==> src/source/bit_diff_ctrl_pkg.sv <==
// Controller state encoding for the bit-difference calculator

`default_nettype none

package bit_diff_ctrl_pkg;

   // START waits for the first go after reset
   // COMPUTE examines one data bit per cycle
   // RESTART holds the result with done high and waits for the next go
   typedef enum logic [1:0] {
      START   = 2'b00,
      COMPUTE = 2'b01,
      RESTART = 2'b10
   } state_t;

endpackage

`default_nettype wire

==> src/source/bit_diff_pkg.sv <==
// Data width default and signed result sizing for the bit-difference calculator

`default_nettype none

package bit_diff_pkg;

   ////////////////////////////////////////////////////////////////////////////
   // Data width

   // Number of data bits examined per run when the top level keeps its default
   localparam int DEFAULT_WIDTH = 16;

   ////////////////////////////////////////////////////////////////////////////
   // Result sizing

   // The difference ranges from -width (all zeros) to +width (all ones),
   // which is 2*width+1 distinct values including zero
   // A signed vector of this many bits covers that whole range
   function automatic int result_width(input int width);
      int values;
      values = 2 * width + 1;
      return $clog2(values);
   endfunction

endpackage

`default_nettype wire

==> src/source/bit_diff_ctrl_if.sv <==
// Control and status bundle between the controller, the shifter and the accumulator

`timescale 1ns/1ps
`default_nettype none

interface bit_diff_ctrl_if #(
   parameter int WIDTH = 16
);

   // Commands from the controller
   logic load;
   logic capture;
   logic step;

   // Status from the shifter
   logic last;
   logic lsb;

   // A run needs at least one bit to examine
   if (WIDTH < 1) begin : g_bad_width
      $error("bit_diff_ctrl_if needs WIDTH of at least 1");
   end

   // Sequencer side
   modport ctrl (output load, output step, output capture, input last);

   // Data register and bit counter side
   modport shift (input load, input step, output last, output lsb);

   // Running difference side
   modport accum (input load, input step, input capture, input lsb);

endinterface

`default_nettype wire

==> src/source/bit_diff.sv <==
// Top level of the bit-difference calculator joining controller, shifter and accumulator

`timescale 1ns/1ps
`default_nettype none

module bit_diff #(
   parameter int WIDTH = bit_diff_pkg::DEFAULT_WIDTH
) (
   input  logic                                              clk,
   input  logic                                              rst,
   input  logic                                              go,
   input  logic [WIDTH-1:0]                                  data,
   output logic signed [bit_diff_pkg::result_width(WIDTH)-1:0] result,
   output logic                                              done
);

   ////////////////////////////////////////////////////////////////////////////
   // Control bundle

   // Commands go out from the controller, the last-bit flag and the current
   // bit come back from the shifter
   bit_diff_ctrl_if #(.WIDTH(WIDTH)) ctl ();

   ////////////////////////////////////////////////////////////////////////////
   // Blocks

   // Sequencer, owns the go/done handshake
   bit_diff_controller controller (
      .clk  (clk),
      .rst  (rst),
      .go   (go),
      .done (done),
      .ctl  (ctl.ctrl)
   );

   // Input side, holds the word and counts the bits taken
   bit_diff_shifter #(
      .WIDTH(WIDTH)
   ) shifter (
      .clk  (clk),
      .rst  (rst),
      .data (data),
      .ctl  (ctl.shift)
   );

   // Processing and output side, running difference plus result register
   bit_diff_accumulator #(
      .WIDTH(WIDTH)
   ) accumulator (
      .clk    (clk),
      .rst    (rst),
      .result (result),
      .ctl    (ctl.accum)
   );

endmodule

`default_nettype wire

==> src/source/bit_diff_accumulator.sv <==
// Running signed difference register and the result register behind the output

`timescale 1ns/1ps
`default_nettype none

module bit_diff_accumulator #(
   parameter int WIDTH = 16
) (
   input  logic                                              clk,
   input  logic                                              rst,
   output logic signed [bit_diff_pkg::result_width(WIDTH)-1:0] result,
   bit_diff_ctrl_if.accum                                    ctl
);

   import bit_diff_pkg::*;

   localparam int DIFF_W = result_width(WIDTH);

   typedef logic signed [DIFF_W-1:0] diff_t;

   diff_t diff_r;
   diff_t diff_next;
   diff_t result_r;

   // A 1 bit counts up and a 0 bit counts down
   assign diff_next = ctl.lsb ? diff_r + diff_t'(1) : diff_r - diff_t'(1);

   ////////////////////////////////////////////////////////////////////////////
   // Running difference

   always_ff @(posedge clk or posedge rst) begin
      if (rst) begin
         diff_r <= '0;
      end else if (ctl.load) begin
         diff_r <= '0;
      end else if (ctl.step) begin
         diff_r <= diff_next;
      end
   end

   ////////////////////////////////////////////////////////////////////////////
   // Result register

   // Written from the stepped value rather than diff_r, because capture comes
   // with the final step and diff_r does not hold the last bit yet
   always_ff @(posedge clk or posedge rst) begin
      if (rst) begin
         result_r <= '0;
      end else if (ctl.capture) begin
         result_r <= diff_next;
      end
   end

   assign result = result_r;

endmodule

`default_nettype wire

==> src/source/bit_diff_controller.sv <==
// Three-state FSM that sequences load, step and capture and drives done

`timescale 1ns/1ps
`default_nettype none

module bit_diff_controller (
   input  logic       clk,
   input  logic       rst,
   input  logic       go,
   output logic       done,
   bit_diff_ctrl_if.ctrl ctl
);

   import bit_diff_ctrl_pkg::*;

   state_t state_r;
   state_t next_state;

   ////////////////////////////////////////////////////////////////////////////
   // State register

   always_ff @(posedge clk or posedge rst) begin
      if (rst) begin
         state_r <= START;
      end else begin
         state_r <= next_state;
      end
   end

   ////////////////////////////////////////////////////////////////////////////
   // Next state and command decode

   always_comb begin
      // Hold the state and keep every command idle unless a state says otherwise
      next_state  = state_r;
      ctl.load    = 1'b0;
      ctl.step    = 1'b0;
      ctl.capture = 1'b0;

      case (state_r)
         START: begin
            // Keep reloading the datapath so the word present with go is the one taken
            ctl.load = 1'b1;
            if (go) begin
               next_state = COMPUTE;
            end
         end

         COMPUTE: begin
            // One bit per cycle, go has no effect while a run is in flight
            ctl.step = 1'b1;

            // The final step also writes the result register, so result and
            // done become valid on the same edge
            if (ctl.last) begin
               ctl.capture = 1'b1;
               next_state  = RESTART;
            end
         end

         RESTART: begin
            // Same datapath setup as START, the result register is untouched
            ctl.load = 1'b1;
            if (go) begin
               next_state = COMPUTE;
            end
         end

         default: begin
            next_state = START;
         end
      endcase
   end

   // Decoded from the state alone, so an accepted go clears done one cycle
   // later and logic that builds go from done sees no combinational path
   assign done = (state_r == RESTART);

endmodule

`default_nettype wire

==> src/source/bit_diff_shifter.sv <==
// Data shift register and bit counter supplying the current bit and the last-bit flag

`timescale 1ns/1ps
`default_nettype none

module bit_diff_shifter #(
   parameter int WIDTH = 16
) (
   input  logic             clk,
   input  logic             rst,
   input  logic [WIDTH-1:0] data,
   bit_diff_ctrl_if.shift   ctl
);

   // A one-bit word still needs a one-bit counter
   localparam int COUNT_W = (WIDTH > 1) ? $clog2(WIDTH) : 1;

   typedef logic [WIDTH-1:0]   data_t;
   typedef logic [COUNT_W-1:0] count_t;

   // Index of the last bit, the only place the run length is compared
   localparam count_t LAST_INDEX = count_t'(WIDTH - 1);

   data_t  data_r;
   count_t count_r;

   ////////////////////////////////////////////////////////////////////////////
   // Data word

   // Load takes the input word, step moves the next bit into position 0
   always_ff @(posedge clk) begin
      if (ctl.load) begin
         data_r <= data;
      end else if (ctl.step) begin
         data_r <= data_r >> 1;
      end
   end

   ////////////////////////////////////////////////////////////////////////////
   // Bit counter

   always_ff @(posedge clk or posedge rst) begin
      if (rst) begin
         count_r <= '0;
      end else if (ctl.load) begin
         count_r <= '0;
      end else if (ctl.step) begin
         count_r <= count_r + 1'b1;
      end
   end

   // The bit under examination is always the low bit of the register
   assign ctl.lsb = data_r[0];

   // High while the final bit of the word is being examined
   assign ctl.last = (count_r == LAST_INDEX);

endmodule

`default_nettype wire

==> config.mk <==
export PLATFORM = sky130hd
export DESIGN_NAME = bit_diff
export DESIGN_NICKNAME = d
export VERILOG_FILES = /design/src/source/bit_diff_ctrl_pkg.sv /design/src/source/bit_diff_pkg.sv /design/src/source/bit_diff_ctrl_if.sv /design/src/source/bit_diff.sv /design/src/source/bit_diff_accumulator.sv /design/src/source/bit_diff_controller.sv /design/src/source/bit_diff_shifter.sv
export SDC_FILE = /design/constraint.sdc
export NUM_CORES = 1
export LEC_CHECK = 0
export BUFFER_PORTS_ARGS = -buffer_cell sky130_fd_sc_hd__buf_2
export CAP_MARGIN = 20
export CORE_MARGIN = 4
export CORE_UTILIZATION = 35
export CTS_CLUSTER_SIZE = 28
export DETAILED_ROUTE_END_ITERATION = 8
export SKIP_CTS_REPAIR_TIMING = 1
export SKIP_LAST_GASP = 1
export SYNTH_ARGS = -nofsm -noshare
export SYNTH_HDL_FRONTEND = slang
export SYNTH_SLANG_ARGS = --single-unit
==> constraint.sdc <==
create_clock -name clk -period 1.7 [get_ports clk]
set_input_delay 0.34 -clock clk [delete_from_list [all_inputs] [get_ports clk]]
set_output_delay 0.34 -clock clk [all_outputs]
set_load 0.01 [all_outputs]
# --- Word-level counts from Yosys, hierarchy flattened ---
# Cells that the tools add are included.
word_totals:
  input_bits: 19
  reg_bits: 34
  wordCells: 31
  output_inout_bits: 7
classes:
  n_eq_ne: 5
  n_mux: 14
  reduce_logical: 4
  n_addsub: 3
op_table:
  columns: ["cell", "count"]
  rows:
  - ["2-to-1 mux 16 bit", 2]
  - ["2-to-1 mux 6 bit", 3]
  - ["2-to-1 mux 4 bit", 2]
  - ["adder 6 x 2 -> 6 bit, second input constant", 1]
  - ["subtractor 6 x 2 -> 6 bit, second input constant", 1]
  - ["adder 4 x 1 -> 4 bit, second input constant", 1]
  - ["equality test 4 bit, second input constant", 1]
  - ["2-to-1 mux 1 bit", 4]
  - ["2-to-1 mux 2 bit", 2]
  - ["!= test 2 x 1 -> 1 bit, second input constant", 2]
  - ["case mux 2 bit (2 select lines)", 1]
  - ["equality test 2 x 1 -> 1 bit, second input constant", 1]
  - ["equality test 2 bit, second input constant", 1]
  - ["logical NOT 2 bit", 1]
  - ["AND reduction 2 bit", 1]
  - ["nonzero test 2 bit", 1]
  - ["OR reduction 2 bit", 1]

# --- Depth between registers and ports, before layout ---
# Gate-level depths: netlist of run 1.
depth:
  word_depth: 4
  ltp_mapped: 7
  depth_no_buf: 7

# --- By module ---
# From an unflattened synthesis of run 1, not the netlist that was laid out.
hier_totals:
  cells_unflattened: 125
  hier_area_um2: 1676.6
by_module_without_submodules:
  columns: ["mod", "area_each_um2", "n_inst", "seq_area_each_um2", "cells_per_inst"]
  rows:
  - ["bit_diff_shifter", 877.1, 1, 580.6, 53]
  - ["bit_diff_accumulator", 693.2, 1, 300.3, 61]
  - ["bit_diff_controller", 106.4, 1, 50.0, 11]

# --- Worst setup path after synthesis of run 1 ---
# No wires, ideal clock.
synth_path:
  path_kind: "reg2reg"
  from: "register shifter.data_r[0]"
  to: "register accumulator.diff_r[5]"
  stages_incl_launch_ff: 8
  t_required_ns: 1.621
  setup_slack_ns: -0.022
  synth_period_minus_slack_ns: 1.722
  arrival_ns: 1.643
  setup_time_ns: 0.079
  n_path_buf: 0
  cell_sequence: "edfxtp_1 -> inv_1 -> ha_1 -> a21oi_1 -> nand2_1 -> a31oi_2 -> mux2i_1 -> mux2i_1"
synth_via:
  elab_chain_cells: 3
synth_rtl:
  columns: ["element", "line_no", "text"]
  rows:
  - ["start, declared", "bit_diff_shifter.sv:24", "data_t data_r;"]
  - ["start signal, assigned", "bit_diff_shifter.sv:33", "data_r <= data;"]
  - ["start signal, assigned", "bit_diff_shifter.sv:35", "data_r <= data_r >> 1;"]
  - ["2-to-1 mux 6 bit", "bit_diff_accumulator.sv:26", "assign diff_next = ctl.lsb ? diff_r + diff_t'(1) : diff_r - diff_t'(1);"]
  - ["2-to-1 mux 6 bit", "bit_diff_accumulator.sv:36", "end else if (ctl.step) begin"]
  - ["2-to-1 mux 6 bit", "bit_diff_accumulator.sv:34", "end else if (ctl.load) begin"]
  - ["end signal, assigned", "bit_diff_accumulator.sv:37", "diff_r <= diff_next;"]
  - ["end, declared", "bit_diff_accumulator.sv:21", "diff_t diff_r;"]
# Every way passes these cells. The select of a mux whose other input is x is not followed.
# A chain may end at the register's enable or synchronous reset.

# --- Final worst setup path of run 1 ---
# Same ends and word-level chain as after synthesis.

==> results of run 1 <==
-- kinds of logic (layout without fill, tap and decap cells) --
logic type      Yosys count  count (layout)  synth area share
buf+inv                  11              48           0.02857
fa+ha+maj                 6               6           0.05097
mux                      18              18            0.1228
compound gates           17              17           0.06486
simple gates             33              33            0.1066
flops                    34              34            0.5745
xor+xnor                  8               8           0.05174
-- worst max-delay path, stage by stage (launching register included) --
cell and delay [ns]:
edfxtp_1 0.44, inv_4 0.15, ha_4 0.22, a21oi_2 0.12, nand2_2 0.07, a31oi_4 0.18
mux2i_1 0.24, mux2i_1 0.20
-- power groups by stage --
stage	Clock, mW	Combinational (mW)	Sequential [mW]
2_1_floorplan	0	1.23	1.48
3_3_place_gp	0	1.60	1.48
3_5_place_dp	0	1.71	1.50
4_1_cts	0.623	1.73	1.49
5_1_grt	0.666	2.22	1.57
6_report	0.598	1.98	1.51
-- worst max path at each step --
stage	to	slack, ns
5_1_grt	accumulator.diff_r[5]	-0.12
2_1_floorplan	accumulator.diff_r[5]	0.01
4_1_cts	accumulator.diff_r[5]	-0.1
3_3_place_gp	accumulator.diff_r[5]	0.04
3_5_place_dp	accumulator.diff_r[5]	-0.11
6_report	accumulator.diff_r[5]	-0.009
-- layer usage --
metal | vias up | global-route usage | part of all wire
met3 | 4 | 0.03428 | 0.043
met5 | - | 0 | 0
met1 | 479 | 0.1220 | 0.42
li1 | 513 | - | -
met4 | 0 | 0.04270 | 0.0079
met2 | 22 | 0.1866 | 0.53
-- registers in the layout, indices dropped and copies added, names as in the netlist --
name / count
accumulator.diff_r: 6
accumulator.result: 6
controller.state_r: 2
shifter.count_r: 4
shifter.data_r: 16
-- placed cells by master, fill, tap and decap left out, drive strengths merged --
master   n
edfxtp  16
o21ai   10
mux2    15
and2     6
dfrtp   18
clkbuf   8
nand2b   4
a31oi    1
and3     1
a21bo    1
inv      6
xnor3    1
nand2   11
o22ai    1
nor2     3
ha       5
nand3    3
mux2i    3
xnor2    4
nor2b    4
buf     34
xor2     3
a21oi    3
nand4b   1
fa       1
a21o     1
-- stage by stage --
step / cell area, um2 / util / setup TNS [ns] / std cells
floorplan: 1620 / - / 0 / 127
global placement: 1867 / 0.4229 / 0 / 208
detailed placement: 1867 / 0.4229 / -0.1061 / 208
CTS: 1957 / 0.4433 / -0.1485 / 216
global route: 2036 / 0.4612 / -0.2685 / 216
finish: 2036 / 0.4612 / -0.008668 / 216
-- layout make-up --
cell class | instances | area [um2] | share of cell area
sequential | 34 | 932.1 | 0.4579
multi-input combinational | 82 | 718.2 | 0.3528
timing repair buffer | 34 | 205.2 | 0.1008
clock buffer | 8 | 90.09 | 0.04425
tap | 52 | 65.06 | 0.03196
inverter | 6 | 25.02 | 0.01229
==> results.md, run 1 <==
* Status: complete, but fails checks
* Failing checks: setup timing
* CTS Buf Count at 5
* VDD IR-drop max at 0.7339 mV
* Drt first-iter violations at 31
* Yosys cell types at 29
* Final setup vio count at 1
* Psw at about 1.4 mW
* EDFF count, synth at 16
* Largest net degree at the start of global routing at 19
* Sink Count at 34
* Final worst-path setup slack at -0.008668 ns
* Initial antenna violation count at 0
* P_leak at 0.9040 nW
* First-pass GRT wire length at 5.002 mm
* Clock tree buffer depth at 2
* Area Growth Syn to Fin at 25.64%
* WL final at between 2 and 3 mm
* Minimum clock period at 1.709 ns
* # nets final at approximately 190
* Worst setup path class: reg2reg
* Diode count at 0
* Die width at 76.04 um
* Primary FF master, synth: dfrtp_1
* Reg-to-reg endpoint: accumulator.diff_r[5]
* Mean Syn Cell Area at 12.76 um2
* CTS clk-pin slew, worst paths at 0.07 ns
* CP endpoint kind: flop
* Yosys warning count at 0
* Maxcap violations at 0
* Min-Delay Path Class: in2async
* Post-synthesis async set-or-reset flop share at 0.5294
* Root buffer cell: clkbuf_8
* Sequential Power Share at 0.370
* Yosys top cell by area: edfxtp_1
* Dpl ws at -0.1061 ns
* Post-synth net total at 152
* Initial Utilization at 0.3671
* Final Wtd Congestion at 0.7461
* Final Max Slew Viols at 0
* Setup crit start: shifter.data_r[0]
* Worst-margin pin slew at between 0.6 and 0.7 ns
* Reg2Reg Depth at 7
* Rel. slew slack at 0.5452
* PwrDens at 2009 nW/um2
* Clock power frac at 0.146
* Mapped Area at 1620 um2
* Origin of the critical flop-to-flop path: shifter.data_r[0]
* Final Cycle Share at 1.005
* Layout Skew at 0.003778 ns
* WP data arrival at 1.91 ns
* Row Count at 24
* Fmax at about 590 MHz
* Via density at 4.713
* CP Launch Type: flop
* Hold Slack at between 0.15 and 0.2 ns
* Net Sw Frac at 0.3405
* Comb pwr share at 0.484
* DP HPWL at around 2.2 mm
* Vias in the first global route at 1075
* CTS tree: done
* Most common cell in the synthesized netlist: dfrtp_1
* Post-route ant nets at 0
* Post-route DRC at 0
* Power, Total at roughly 4.1 mW
* Post-synth top area share at 0.2965
* Clock Latency Late Sink at 0.28 ns
* Total GRT Usage at 0.1078
* I/O pin total at 26
* Final hold vios at 0
* Layout cells sized above 1 at 0.4146
* Full die area at 5782 um2
* Seq/Total Area, Yosys at 0.5745
* RSZ-0062 raised after global routing: true
* Routed len/inst at between 10 and 15 um
* Critical Path RT at 1.90 ns
* P_int at around 2.7 mW
* Port Buffers at 25
* Die Y at 76.04 um
* Max Fanout on Critical Path at 5
* Seq cells post-synth at 34
* DR vias at 1018
* Internal reg-to-reg setup slack at -0.009 ns
* Fillers at 415
* Total iterations of the first detailed-routing run at 4
* CTS H-tree depth at 2
* Grt total ovfl at 0
* Post-synth top cells: dfrtp_1 (18), edfxtp_1 (16), mux2_2 (15)
* Total core area at 4414 um2
* Cells after synthesis at roughly 130
* Top post-synthesis cells by area: edfxtp_1 (30%), dfrtp_1 (28%), mux2_2 (10%), ha_1 (3.9%), nand2_1 (2.5%)
No activity file was read; power rests on OpenSTA's default activity.
==> run 2: changes to the inputs <==
--- a/config.mk
+++ b/config.mk
@@ -5,6 +5,7 @@
 export SDC_FILE = /design/constraint.sdc
 export NUM_CORES = 1
 export LEC_CHECK = 0
+export ABC_AREA = 1
 export BUFFER_PORTS_ARGS = -buffer_cell sky130_fd_sc_hd__buf_2
 export CAP_MARGIN = 20
 export CORE_MARGIN = 4
==> run 2 against run 1 <==
The flow now finishes without violations; via count grew 18%; core utilization shrank 2.9 points; maximum frequency grew 14%; final cell count grew 20%; cell area shrank 7.0%; routed wire length grew 5.3%; setup slack gained 0.21 ns; die area shrank 1.6%; clock skew is essentially flat; flip-flop and latch count is the same; critical path type unchanged; largest power group is now sequential cells.
==> results.md, run 2 <==
* Status: finished, final reports clean
* Psw at 1.367 mW (-1.8%)
* Total core area at 4384 um2 (-0.68%)
* Row Count at 24 (unchanged)
* Internal reg-to-reg setup slack at 0.20 ns (+0.21 ns)
* Net Sw Frac at 0.3701 (+0.02967)
* VDD IR-drop max at 0.7099 mV (-3.3%)
* Initial Utilization at 0.3630 (-0.004050)
* Final Max Slew Viols at 0 (unchanged)
* Max FFs per register at 16 (unchanged)
* CP endpoint kind: flop
* P_leak at 0.9980 nW (+10%)
* DP HPWL at 2.140 mm (-1.9%)
* Min-Delay Path Class: in2async
* Routed len/inst at 11.89 um (-12%)
* Maxcap violations at 0 (unchanged)
* Design Area, Final at 1893 um2 (-7.0%)
* Final Wtd Congestion at 0.7941 (+6.4%)
* Via density at 4.653 (-1.3%)
* Cells after DPL at 252 (+21%)
* Grt total ovfl at 0 (unchanged)
* Post-route DRC at 0 (unchanged)
* Mean Syn Cell Area at 9.094 um2 (-29%)
* Port Buffers at 25 (unchanged)
* Worst setup path class: reg2reg
* Root buffer cell: clkbuf_8
* Clock power frac at 0.198 (+0.052)
* WP data arrival at 1.68 ns (-0.23 ns)
* Seq/Total Area, Yosys at 0.5849 (+0.01039)
* I/O pin total at 26 (unchanged)
* Post-synthesis async set-or-reset flop share at 0.5294 (unchanged)
* DR vias at 1205 (+18%)
* WL final at 3.079 mm (+5.3%)
* Setup crit start: accumulator.diff_r[0]
* Comb pwr share at 0.399 (-0.085)
* Final worst-path setup slack at 0.2040 ns (+0.2127 ns)
* Fmax at 668.4 MHz (+14%)
* Post-synth top area share at 0.3019 (+0.005362)
* Critical Path RT at 1.88 ns (-0.02 ns)
* Total GRT Usage at 0.1274 (+0.01955)
* Post-synth net total at 200 (+32%)
* Hold Slack at 0.04832 ns (-0.1062 ns)
* Final setup vio count at 0 (-1)
* Primary FF master, synth: dfrtp_1
* Seq cells post-synth at 34 (unchanged)
* Area Growth Syn to Fin at 18.95%
* Minimum clock period at 1.496 ns (-0.2127 ns)
* Yosys warning count at 0 (unchanged)
* CTS Buf Count at 5 (unchanged)
* Mapped Area at 1592 um2 (-1.8%)
* Top post-synthesis cells by area: edfxtp_1 (30%), dfrtp_1 (28%), nand2_1 (18%), ha_1 (3.9%), inv_1 (3.8%)
* # nets final at 232 (+23%)
* Non-Filler Instances at 259 (+20%)
* Commonest non-fill, non-tap cell in the layout: nand2_1
* Die Y at 75.44 um (-0.80%)
* Vias in the first global route at 1191 (+11%)
* CTS H-tree depth at 2 (unchanged)
* Post-synth top cells: nand2_1 (77), dfrtp_1 (18), edfxtp_1 (16), inv_1 (16), nand3_1 (10)
* Full die area at 5690 um2 (-1.6%)
* EDFF count, synth at 16 (unchanged)
* P_int at 2.326 mW (-14%)
* First-pass GRT wire length at 5.306 mm (+6.1%)
* Drt first-iter violations at 86 (+180%)
* Clock Latency Late Sink at 0.29 ns (about the same)
* RSZ-0062 raised after global routing: false
* Most common cell in the synthesized netlist: nand2_1
* Final hold vios at 0 (unchanged)
* Most frequent cells in the layout: nand2_1 (77), buf_2 (25), dfrtp_1 (18)
* Yosys cell types at 22 (-24%)
* Post-route ant nets at 0 (unchanged)
* CTS tree: done
* Final Cycle Share at 0.8800 (-0.1251)
* Cells after synthesis at 175 (+38%)
* Die width at 75.44 um (-0.80%)
* Worst-margin pin slew at 0.4110 ns (-0.2704 ns)
* Placement Cell Area at 1790 um2 (-4.1%)
* Setup TNS Final at 0 ns (+0.008668 ns)
* PwrDens at 1951 nW/um2 (-2.9%)
* Dpl ws at 0.2166 ns (+0.3227 ns)
* CP Launch Type: flop
* Final Core Density at 0.4318 (-0.02938)
* Largest net degree at the start of global routing at 19 (unchanged)
* Total iterations of the first detailed-routing run at 4 (unchanged)
* Sequential Power Share at 0.403 (+0.033)
* Sink Count at 34 (unchanged)
* CP Capture Point: accumulator.diff_r[4]
* Reg2Reg Depth at 7 (unchanged)
* Origin of the critical flop-to-flop path: accumulator.diff_r[0]
* Layout cells sized above 1 at 0.1836 (-0.2311)
* Layout Skew at 0.004166 ns (+0.0003880 ns)
* Rel. slew slack at 0.7257 (+0.1804)
* Diode count at 0 (unchanged)
* Max Fanout on Critical Path at 5 (unchanged)
* Top reg by flops: shifter.data_r
* CTS clk-pin slew, worst paths at 0.07 ns (about the same)
* Power, Total at 3.693 mW (-9.7%)
* Yosys top cell by area: edfxtp_1
* Initial antenna violation count at 0 (unchanged)
* Clock tree buffer depth at 2 (unchanged)
* Reg-to-reg endpoint: accumulator.diff_r[4]
## run 2: cell count changes after synthesis, sizes merged, moves of 4 or more
cell,previous run,this run
inv,6,18
nand2b,4,0
and2,6,0
nor2b,4,0
mux2,15,0
nand2,11,78
nand3,3,10
## run 2: worst min-delay path by stage
stage               slack (ns)  cells past startpoint                    end
detailed placement        0.37                      3  accumulator.diff_r[0]
floorplan                 0.28                      1  accumulator.diff_r[0]
global placement          0.37                      3  accumulator.result[0]
finish                    0.05                      3  accumulator.diff_r[0]
CTS                       0.06                      3  accumulator.diff_r[0]
global route              0.06                      3  accumulator.diff_r[0]
## run 2: routing by layer
| metal | vias up | GRT usage | routed length [um] |
|---|---|---|---|
| met1 | 553 | 0.1556 | 1472 |
| met2 | 26 | 0.2013 | 1364 |
| met4 | 0 | 0.05243 | 58 |
| met5 | - | 0 | 0 |
| li1 | 619 | - | - |
| met3 | 7 | 0.05013 | 184 |
## run 2: critical path, cell delays in order (launching register included)
cell and delay (ns):
dfrtp_1 0.39, inv_1 0.08, fa_1 0.46, nand3b_1 0.20, nand2_1 0.08, nand2_1 0.06
nand3_1 0.07, nand2_1 0.05
## run 2: layout make-up
| class | instances | area, um2 |
|---|---|---|
| inverter | 18 | 67.56 |
| clock inverter | 2 | 33.78 |
| sequential | 34 | 930.9 |
| tap | 52 | 65.06 |
| timing repair buffer | 28 | 147.6 |
| multi-input combinational | 120 | 579.3 |
| clock buffer | 5 | 68.82 |
| fill | 444 | 2491 |
## run 2: cells by family (layout without fill, tap and decap cells)
logic type      after synthesis  count (layout)  synth area share
fa+ha+maj                     6               6           0.05189
simple gates                 97              97            0.2484
flops                        34              34            0.5849
buf+inv                      21              53           0.05110
compound gates               14              14           0.04716
xor+xnor                      3               3           0.01651
## run 2: power by group through the flow
stage	Clock (mW)	Combinational, mW	Sequential, mW
floorplan	0	1.11	1.49
global placement	0	1.45	1.49
global route	0.788	1.73	1.53
finish	0.730	1.47	1.49
CTS	0.741	1.50	1.49
detailed placement	0	1.49	1.50
